--- config.mk ---
export PLATFORM = sky130hd
export DESIGN_NAME = lvdsTransmitter
export DESIGN_NICKNAME = d
export VERILOG_FILES = /design/src/linkPkg.sv /design/src/pixelPkg.sv /design/src/phaseGen.sv /design/src/pixelMapper.sv /design/src/laneSerializer.sv /design/src/lvdsTransmitter.sv
export VERILOG_INCLUDE_DIRS = /design/src /design/src/include
export SDC_FILE = /design/constraint.sdc
export NUM_CORES = 1
export LEC_CHECK = 0
export ABC_AREA = 1
export BUFFER_PORTS_ARGS = -buffer_cell sky130_fd_sc_hd__clkbuf_2
export CAP_MARGIN = 20
export CORE_AREA = 4 4 122 124
export CTS_BUF_LIST = sky130_fd_sc_hd__clkbuf_4
export CTS_CLUSTER_SIZE = 24
export DETAILED_ROUTE_END_ITERATION = 7
export DIE_AREA = 0 0 126 128
export GPL_TIMING_DRIVEN = 0
export PLACE_DENSITY = 0.47
export SLEW_MARGIN = 20
export SYNTH_ARGS = -nofsm -noshare
export SYNTH_HDL_FRONTEND = slang
export SYNTH_HIERARCHICAL = 1
export SYNTH_SLANG_ARGS = --single-unit
--- constraint.sdc ---
create_clock -name clk -period 3.1 [get_ports clk]
set_clock_uncertainty 0.2 [all_clocks]
set_input_delay 0.31 -clock clk [delete_from_list [all_inputs] [get_ports clk]]
set_output_delay 0.31 -clock clk [all_outputs]
set_load 0.005 [all_outputs]
--- src/include/lvdsTx_cfg.svh ---
`ifndef LVDS_TX_CFG_SVH
`define LVDS_TX_CFG_SVH

// Link geometry, fixed by the FPD-Link 18-bit format
`define LVDS_WORD_BITS 7      // Bits per lane per pixel
`define LVDS_DATA_LANES 3     // RGB plus sync lanes
`define LVDS_LANES 4          // Data lanes plus clock lane
`define LVDS_PHASES 7         // Pair cycles per two-pixel window

// Pixel slot request phases within one window
`define LVDS_SLOT_A_PHASE 1
`define LVDS_SLOT_B_PHASE 4

// Clock-lane word, bit 0 goes out first
`define LVDS_CLK_PATTERN 7'b1100011

`endif

--- src/linkPkg.sv ---
`include "lvdsTx_cfg.svh"

// Link-side types shared by the phase generator, mapper and serializers
package linkPkg;

   // One lane's slice of one pixel
   typedef logic [`LVDS_WORD_BITS-1:0] laneWord_t;

   // Pair-cycle counter, 0 to 6
   typedef logic [$clog2(`LVDS_PHASES)-1:0] phase_t;

   // Bits driven to the DDR pad cell in one fast cycle
   typedef struct packed {
      logic early;   // Sent first
      logic late;    // Sent second
   } bitPair_t;

   // Per-lane words, lane 3 is the clock lane
   typedef laneWord_t [`LVDS_LANES-1:0] laneWords_t;

   // Per-lane output pairs
   typedef bitPair_t [`LVDS_LANES-1:0] lanePairs_t;

endpackage

--- src/pixelPkg.sv ---
// Pixel-side types seen by the video source
package pixelPkg;

   // 6-bit color component, 18-bit mode
   typedef logic [5:0] color_t;

   typedef struct packed {
      color_t red;
      color_t green;
      color_t blue;
   } pixel_t;

   // Timing controls carried on lane 2
   typedef struct packed {
      logic hsync;
      logic vsync;
      logic de;       // Data enable, low during blanking
   } sync_t;

endpackage

--- src/phaseGen.sv ---
`timescale 1ns/1ns
`include "lvdsTx_cfg.svh"

module phaseGen (
   input  logic            clk,
   input  logic            rst,
   output linkPkg::phase_t phase,
   output logic            pixelReq,
   output logic            wordLoad,
   output logic            linkActive
);
   import linkPkg::*;

   localparam phase_t LAST_PHASE = phase_t'(`LVDS_PHASES - 1);
   localparam phase_t SLOT_A     = phase_t'(`LVDS_SLOT_A_PHASE);
   localparam phase_t SLOT_B     = phase_t'(`LVDS_SLOT_B_PHASE);

   ////////////////////////////////////////
   // Window counter
   ////////////////////////////////////////

   // One counter for every lane, so lanes stay locked
   always_ff @(posedge clk or posedge rst)
   begin
      if (rst)
         phase <= '0;
      else if (phase == LAST_PHASE)
         phase <= '0;                  // Wrap, new window
      else
         phase <= phase + 1'b1;
   end

   // Two pixels per window, spaced 3 then 4 cycles
   assign pixelReq = (phase == SLOT_A) || (phase == SLOT_B);

   // Last phase hands staged words to the serializers
   assign wordLoad = (phase == LAST_PHASE);

   ////////////////////////////////////////
   // Link status
   ////////////////////////////////////////

   // Set once the first window is buffered, then sticky
   always_ff @(posedge clk or posedge rst)
   begin
      if (rst)
         linkActive <= 1'b0;
      else if (wordLoad)
         linkActive <= 1'b1;
   end

endmodule

--- src/pixelMapper.sv ---
`timescale 1ns/1ns
`include "lvdsTx_cfg.svh"

module pixelMapper (
   input  logic                clk,
   input  logic                rst,
   input  linkPkg::phase_t     phase,
   input  logic                pixelReq,
   input  pixelPkg::pixel_t    pixel,
   input  pixelPkg::sync_t     sync,
   output linkPkg::laneWords_t stageA,
   output linkPkg::laneWords_t stageB
);
   import linkPkg::*;
   import pixelPkg::*;

   localparam phase_t SLOT_A = phase_t'(`LVDS_SLOT_A_PHASE);

   // Data lanes only, clock lane is constant
   typedef laneWord_t [`LVDS_DATA_LANES-1:0] dataWords_t;

   dataWords_t packedPix;   // Current pixel in lane order
   dataWords_t stageDataA;  // First pixel of the window
   dataWords_t stageDataB;  // Second pixel of the window

   ////////////////////////////////////////
   // Lane map
   ////////////////////////////////////////

   // Bit 0 of each word is the first bit on the wire
   function automatic dataWords_t packPixel(input pixel_t px, input sync_t sy);
      pixel_t     vis;
      dataWords_t w;
      vis = sy.de ? px : '0;                            // Blank colors
      w[0] = {vis.green[0], vis.red};                   // R0..R5, G0
      w[1] = {vis.blue[1:0], vis.green[5:1]};           // G1..G5, B0, B1
      w[2] = {sy.de, sy.vsync, sy.hsync, vis.blue[5:2]}; // B2..B5, HS, VS, DE
      return w;
   endfunction

   assign packedPix = packPixel(pixel, sync);

   ////////////////////////////////////////
   // Slot capture
   ////////////////////////////////////////

   always_ff @(posedge clk or posedge rst)
   begin
      if (rst)
      begin
         stageDataA <= '0;
         stageDataB <= '0;
      end
      else if (pixelReq)
      begin
         // Request phase picks the slot
         if (phase == SLOT_A)
            stageDataA <= packedPix;
         else
            stageDataB <= packedPix;
      end
   end

   // Clock lane sits on top, index 3
   assign stageA = {`LVDS_CLK_PATTERN, stageDataA};
   assign stageB = {`LVDS_CLK_PATTERN, stageDataB};

endmodule

--- src/laneSerializer.sv ---
`timescale 1ns/1ns

module laneSerializer (
   input  logic               clk,
   input  logic               rst,
   input  linkPkg::phase_t    phase,
   input  logic               wordLoad,
   input  logic               linkActive,
   input  linkPkg::laneWord_t wordA,
   input  linkPkg::laneWord_t wordB,
   output linkPkg::bitPair_t  pair
);
   import linkPkg::*;

   laneWord_t sendBuf [2];  // 14 bits, two pixels
   bitPair_t  nextPair;     // Pair selected for this phase

   ////////////////////////////////////////
   // Send buffer
   ////////////////////////////////////////

   // Both words at once, mapper may refill its stage meanwhile
   always_ff @(posedge clk)
   begin
      if (wordLoad)
      begin
         sendBuf[0] <= wordA;
         sendBuf[1] <= wordB;
      end
   end

   ////////////////////////////////////////
   // Pair selection
   ////////////////////////////////////////

   // Seven pairs per window, lower bit index goes early
   always_comb
   begin
      nextPair = '0;
      case (phase)
         3'd0:
         begin
            nextPair.early = sendBuf[0][0];
            nextPair.late  = sendBuf[0][1];
         end
         3'd1:
         begin
            nextPair.early = sendBuf[0][2];
            nextPair.late  = sendBuf[0][3];
         end
         3'd2:
         begin
            nextPair.early = sendBuf[0][4];
            nextPair.late  = sendBuf[0][5];
         end
         3'd3:
         begin
            // Straddles the two words
            nextPair.early = sendBuf[0][6];
            nextPair.late  = sendBuf[1][0];
         end
         3'd4:
         begin
            nextPair.early = sendBuf[1][1];
            nextPair.late  = sendBuf[1][2];
         end
         3'd5:
         begin
            nextPair.early = sendBuf[1][3];
            nextPair.late  = sendBuf[1][4];
         end
         3'd6:
         begin
            nextPair.early = sendBuf[1][5];
            nextPair.late  = sendBuf[1][6];
         end
         default:
            nextPair = '0;   // Phase 7 never occurs
      endcase
   end

   // Output pair, quiet until the first window is buffered
   always_ff @(posedge clk or posedge rst)
   begin
      if (rst)
         pair <= '0;
      else if (linkActive)
         pair <= nextPair;
   end

endmodule

--- src/lvdsTransmitter.sv ---
`timescale 1ns/1ns
`include "lvdsTx_cfg.svh"

module lvdsTransmitter (
   input  logic                clk,
   input  logic                rst,
   input  pixelPkg::pixel_t    pixel,
   input  pixelPkg::sync_t     sync,
   output logic                pixelReq,
   output logic                linkActive,
   output linkPkg::lanePairs_t lanePairs
);
   import linkPkg::*;

   phase_t     phase;     // Shared window phase
   logic       wordLoad;  // Stage to buffer transfer
   laneWords_t stageA;    // Slot A words, all lanes
   laneWords_t stageB;    // Slot B words, all lanes

   phaseGen uPhaseGen (
      .clk        (clk),
      .rst        (rst),
      .phase      (phase),
      .pixelReq   (pixelReq),
      .wordLoad   (wordLoad),
      .linkActive (linkActive)
   );

   pixelMapper uPixelMapper (
      .clk      (clk),
      .rst      (rst),
      .phase    (phase),
      .pixelReq (pixelReq),
      .pixel    (pixel),
      .sync     (sync),
      .stageA   (stageA),
      .stageB   (stageB)
   );

   // One serializer per lane, clock lane included
   for (genvar lane = 0; lane < `LVDS_LANES; lane++)
   begin : gLane
      laneSerializer uLaneSer (
         .clk        (clk),
         .rst        (rst),
         .phase      (phase),
         .wordLoad   (wordLoad),
         .linkActive (linkActive),
         .wordA      (stageA[lane]),
         .wordB      (stageB[lane]),
         .pair       (lanePairs[lane])
      );
   end

endmodule

Word level (Yosys, flattened, before mapping) --
Memories as Yosys holds them, arrays and structs flattened. Index checks and enable logic that the tools add are counted.
Storage, ports and cells: word-level logic and storage cells 39, output and inout port bits 10, input bits 23, bits in read-only memories 0, flip-flop bits (word level) 54, bits in latches 0, RAM bits 42, memories 3
Cells by class: add/sub/neg operators 1, order comparisons 0, eq/ne operators 6, divide/modulo/power cells 0, reduce and logical (&&, ||, !) cells 4, multipliers 0, mux-type cells 8, shift-type cells 0, bitwise gates (word level) 1
Memories:
- gLane[0].uLaneSer.sendBuf | words 2, bits a word 7, rd ports 2, clocked after Yosys merged registers in 0, wr ports 2, RTL line laneSerializer.sv:15 | laneWord_t sendBuf [2];
- gLane[1].uLaneSer.sendBuf | words 2, bits a word 7, rd ports 2, clocked after Yosys merged registers in 0, wr ports 2, RTL line laneSerializer.sv:15
- gLane[2].uLaneSer.sendBuf | words 2, bits a word 7, rd ports 2, clocked after Yosys merged registers in 0, wr ports 2, RTL line laneSerializer.sv:15
Operators with widths (count):
- 2-bit one-hot mux with 7 select lines | 4
- 18-bit two-way mux | 1
- 3-bit equality test (second input constant) | 3
- 3-bit by 2-bit equality test with 1-bit output (second input constant) | 2
- 2-bit AND reduction | 2
- 3-bit by 1-bit adder with 3-bit output (second input constant) | 1
- 3-bit by 1-bit equality test with 1-bit output (second input constant) | 1
- 3-bit logical NOT | 1
- 3-bit two-way mux | 1
- 1-bit two-way mux | 2
- 1-bit logical OR | 1
- 1-bit inverter | 1

Depth between registers and ports, before layout --
depth in word-level cells 3, mapped depth 8

Cells and area by module --
Netlist, hierarchy kept.
By module, submodules not included:
- laneSerializer | sequential area each 470.5 µm², cells each 58, area each 658.1 µm², times used 4
- pixelMapper | sequential area each 1051.0 µm², cells each 244, area each 1959.4 µm², times used 1
- phaseGen | sequential area each 100.1 µm², cells each 24, area each 181.4 µm², times used 1

Worst setup path before layout --
Ideal clock, no wire load.
path type flip-flop to flip-flop, from register uPhaseGen.phase[2], to memory gLane[0].uLaneSer/sendBuf[0][0] in the netlist's numbering (enable), required time 2.490 ns, cell stages (with the launch flop) 3, setup time 0.410 ns, data arrival time 2.225 ns, period minus slack after synthesis 2.835 ns, path slack 0.265 ns, path buffers 0, cell sequence dfrtp_1 > nand3_1 > inv_1
RTL lines:
- from (decl) | RTL line phaseGen.sv:7 | output linkPkg::phase_t phase,
- from (signal assigned) | RTL line phaseGen.sv:30 | phase <= phase + 1'b1;
- to (decl) | RTL line laneSerializer.sv:15

Final worst setup path --
from register uPhaseGen.phase[0], to register uPixelMapper.stageDataB, in the netlist uPixelMapper/stageB[6]
On the way: word-level cells in the longest chain between the ends 3
Ends and longest elaborated chain:
- 3-bit by 1-bit equality test with 1-bit output or 3-bit equality test (tied branches) | RTL line phaseGen.sv:34, pixelMapper.sv:57
- 1-bit logical OR or 1-bit inverter (tied branches)
- 2-bit AND reduction (no source line) (*)
- to (signal assigned) | RTL line pixelMapper.sv:60 | stageDataB <= packedPix;
- to (decl) | RTL line pixelMapper.sv:24 | dataWords_t stageDataB;
Every way passes the cells marked *; elsewhere a longest branch is shown, timed or not. A chain may end at the register's enable or synchronous reset.

==> reports/qor.txt <==
Synth Instances = 500
Reg clk slew, reported paths = 0.16 ns
Worst Tran Pin Value = 0.7402 ns
post-synthesis sequential area ratio = 63.54%
dpl hpwl = 6.877 mm
layout cell share with drive strength beyond 1 = 16.32%
Final Worst Setup Slack = 0.6731 ns
crit-path max FO = 37
DRT iter0 DRCs = 174
Max Buffers Root-to-Sink = 2
f_max = 412.0 MHz
status = finished, final reports clean
antenna violations before repair = 1
Yosys top cell area share = 35.23%
Net count, final = 600
Num Clock Sinks = 110
Post-DRT Antenna Nets = 0
Final setup violation count = 0
TNS Setup = 0 ns
total track usage = 13.86%
DR pass1 iterations = 4
CP Class = reg -> reg
Pleak = 0.002746 uW
Die Y = 128 um
Synthesis Warnings = 6
Buffers on Ports = 31
drt total wl = 10.34 mm
fin crit share = 78.29%
power density over cell area = 444.4 nW/um2
Via density = 4.496
CP Data Arrival Time = 2.64 ns
grt total ovfl = 0
register bit total from synthesis = 110
number of fillers in the final layout = 1436
commonest non-fill, non-tap cells in the layout = nand2_1 (168), nand3_1 (63), edfxtp_1 (56), dfrtp_1 (52), inv_1 (47)
total power = 2483 uW
post-synth cell types = 17
Core Region = 13770 um2
residual DRC count = 0
Avg Cell Area, Syn = 9.547 um2
Clock Latency Late Sink = 0.47 ns
first-pass GRT wire length = 17.46 mm
crit end category = register
max cap viols = 0
fin. max-slew vios = 0
Max transition margin = 50.65%
largest net degree at the start of global routing = 57
Finished Cell Area = 5588 um2
Fin. Hold Viols = 0
Die W = 126 um
vias in the first global route = 3489
Setup crit start kind = register
H-Tree Depth = 3
vias = 3435
synthesis-to-finish area growth = 17.06%
TritonCTS clock tree = yes
TritonCTS Buffers = 9
Starting Density = 34.66%
die area = 16130 um2
Final min period = 2.427 ns
CTS root buf = clkbuf_4
dpl ws = 0.6755 ns
R2R Setup Slk = 0.67 ns
netlist area before placement = 4773 um2
RSZ-0062 raised after global routing = no
commonest non-fill, non-tap cell in the layout = nand2_1
Worst EP required = 3.31 ns
Placer Congestion = 0.8326
Peak VDD IR = 124.9 uV
Synth area leader = edfxtp_1
HP Class = in -> reg
largest cells by area after synthesis = edfxtp_1 (35%), dfrtp_1 (28%), nand2_1 (13%)
DP Area = 5224 um2
io pins = 33
# rows = 43
WL/cell = 13.53 um
[report_power, final]
part	switching, uW	internal (uW)	leakage (uW)
logic	66.4	64.3	0.00145
registers	26.7	1600	0.00123
clock network	469	254	0.0000724
total	563	1920	0.00275
[state kept, by name, indices dropped and copies added, names as in the netlist]
register                count
gLane.uLaneSer/pair         8
gLane.uLaneSer/sendBuf     56
uPhaseGen/linkActive        1
uPhaseGen/phase             3
uPixelMapper/stageA        21
uPixelMapper/stageB        21
[routing by layer]
metal  up-vias  GRT usage [%]  wire length (um)
met2        71          22.13              4991
met1      1586          18.52              4726
met3        13          2.458               429
met5         -              0                 0
met4         0          6.309               192
li1       1765              -                 -
[kinds of logic after synthesis]
family	share of synthesized area, %
AO/OA/AOI/OAI	0.1047
buffers and inverters	8.729
flip-flops	63.54
other	0.1573
AND/OR/NAND/NOR	27.47
[synth_stat cells, drive strengths merged]
cell / instances
nand2: 168
a21oi: 1
nand4: 36
conb: 2
edfxtp: 56
nor2: 30
nand3: 64
clkbuf: 3
buf: 29
dfrtp: 54
inv: 57
[worst max-delay path, stage by stage, from the launching register on]
cell	delay (ns)
dfrtp_2	0.88
nand3_1	0.15
nand2_1	0.15
buf_2	0.21
clkbuf_1	0.54
nand3_1	0.14
nand2_1	0.10
[worst paths after layout]
check | cells past startpoint | end | from
min in group asynchronous | 3 | gLane[3].uLaneSer/pair[1] | rst
setup / recovery | 6 | uPixelMapper/stageB[6] | uPhaseGen/phase[0]
max in group asynchronous | 4 | uPixelMapper/stageA[13] | rst
hold reg to reg | 0 | gLane[2].uLaneSer/sendBuf[0][1] | uPixelMapper/stageA[15]
hold / removal | 5 | uPixelMapper/stageA[14] | sync[0]
setup reg to reg | 6 | uPixelMapper/stageB[6] | uPhaseGen/phase[0]
[repair_timing]
item                      4_1_cts  5_1_grt
gates resized for setup         0        0
hold endpoints to repair       72        0
hold buffers                   22        0
setup buffers                   0        0
[layout make-up]
| class | instances | area [um2] | area share [%] |
|---|---|---|---|
| antenna | 2 | 5.005 | 0.08957 |
| buffer | 32 | 202.7 | 3.627 |
| clock buffer | 10 | 75.07 | 1.343 |
| clock inverter | 6 | 63.81 | 1.142 |
| inverter | 57 | 216.5 | 3.874 |
| multi-input combinational | 313 | 1369 | 24.50 |
| sequential | 110 | 3035 | 54.32 |
| tap | 180 | 225.2 | 4.030 |
| timing repair buffer | 54 | 395.4 | 7.076 |
[stage by stage]
stage / std cells / hold WS (ns) / utilization (%)
floorplan: 512 / -0.1488 / -
global placement: 723 / 0.02797 / 37.75
detailed placement: 724 / 0.04723 / 37.93
CTS: 762 / 0.02082 / 40.53
global route: 764 / 0.04819 / 40.57
finish: 764 / 0.06331 / 40.57
Power figures use the tool's default switching activity.
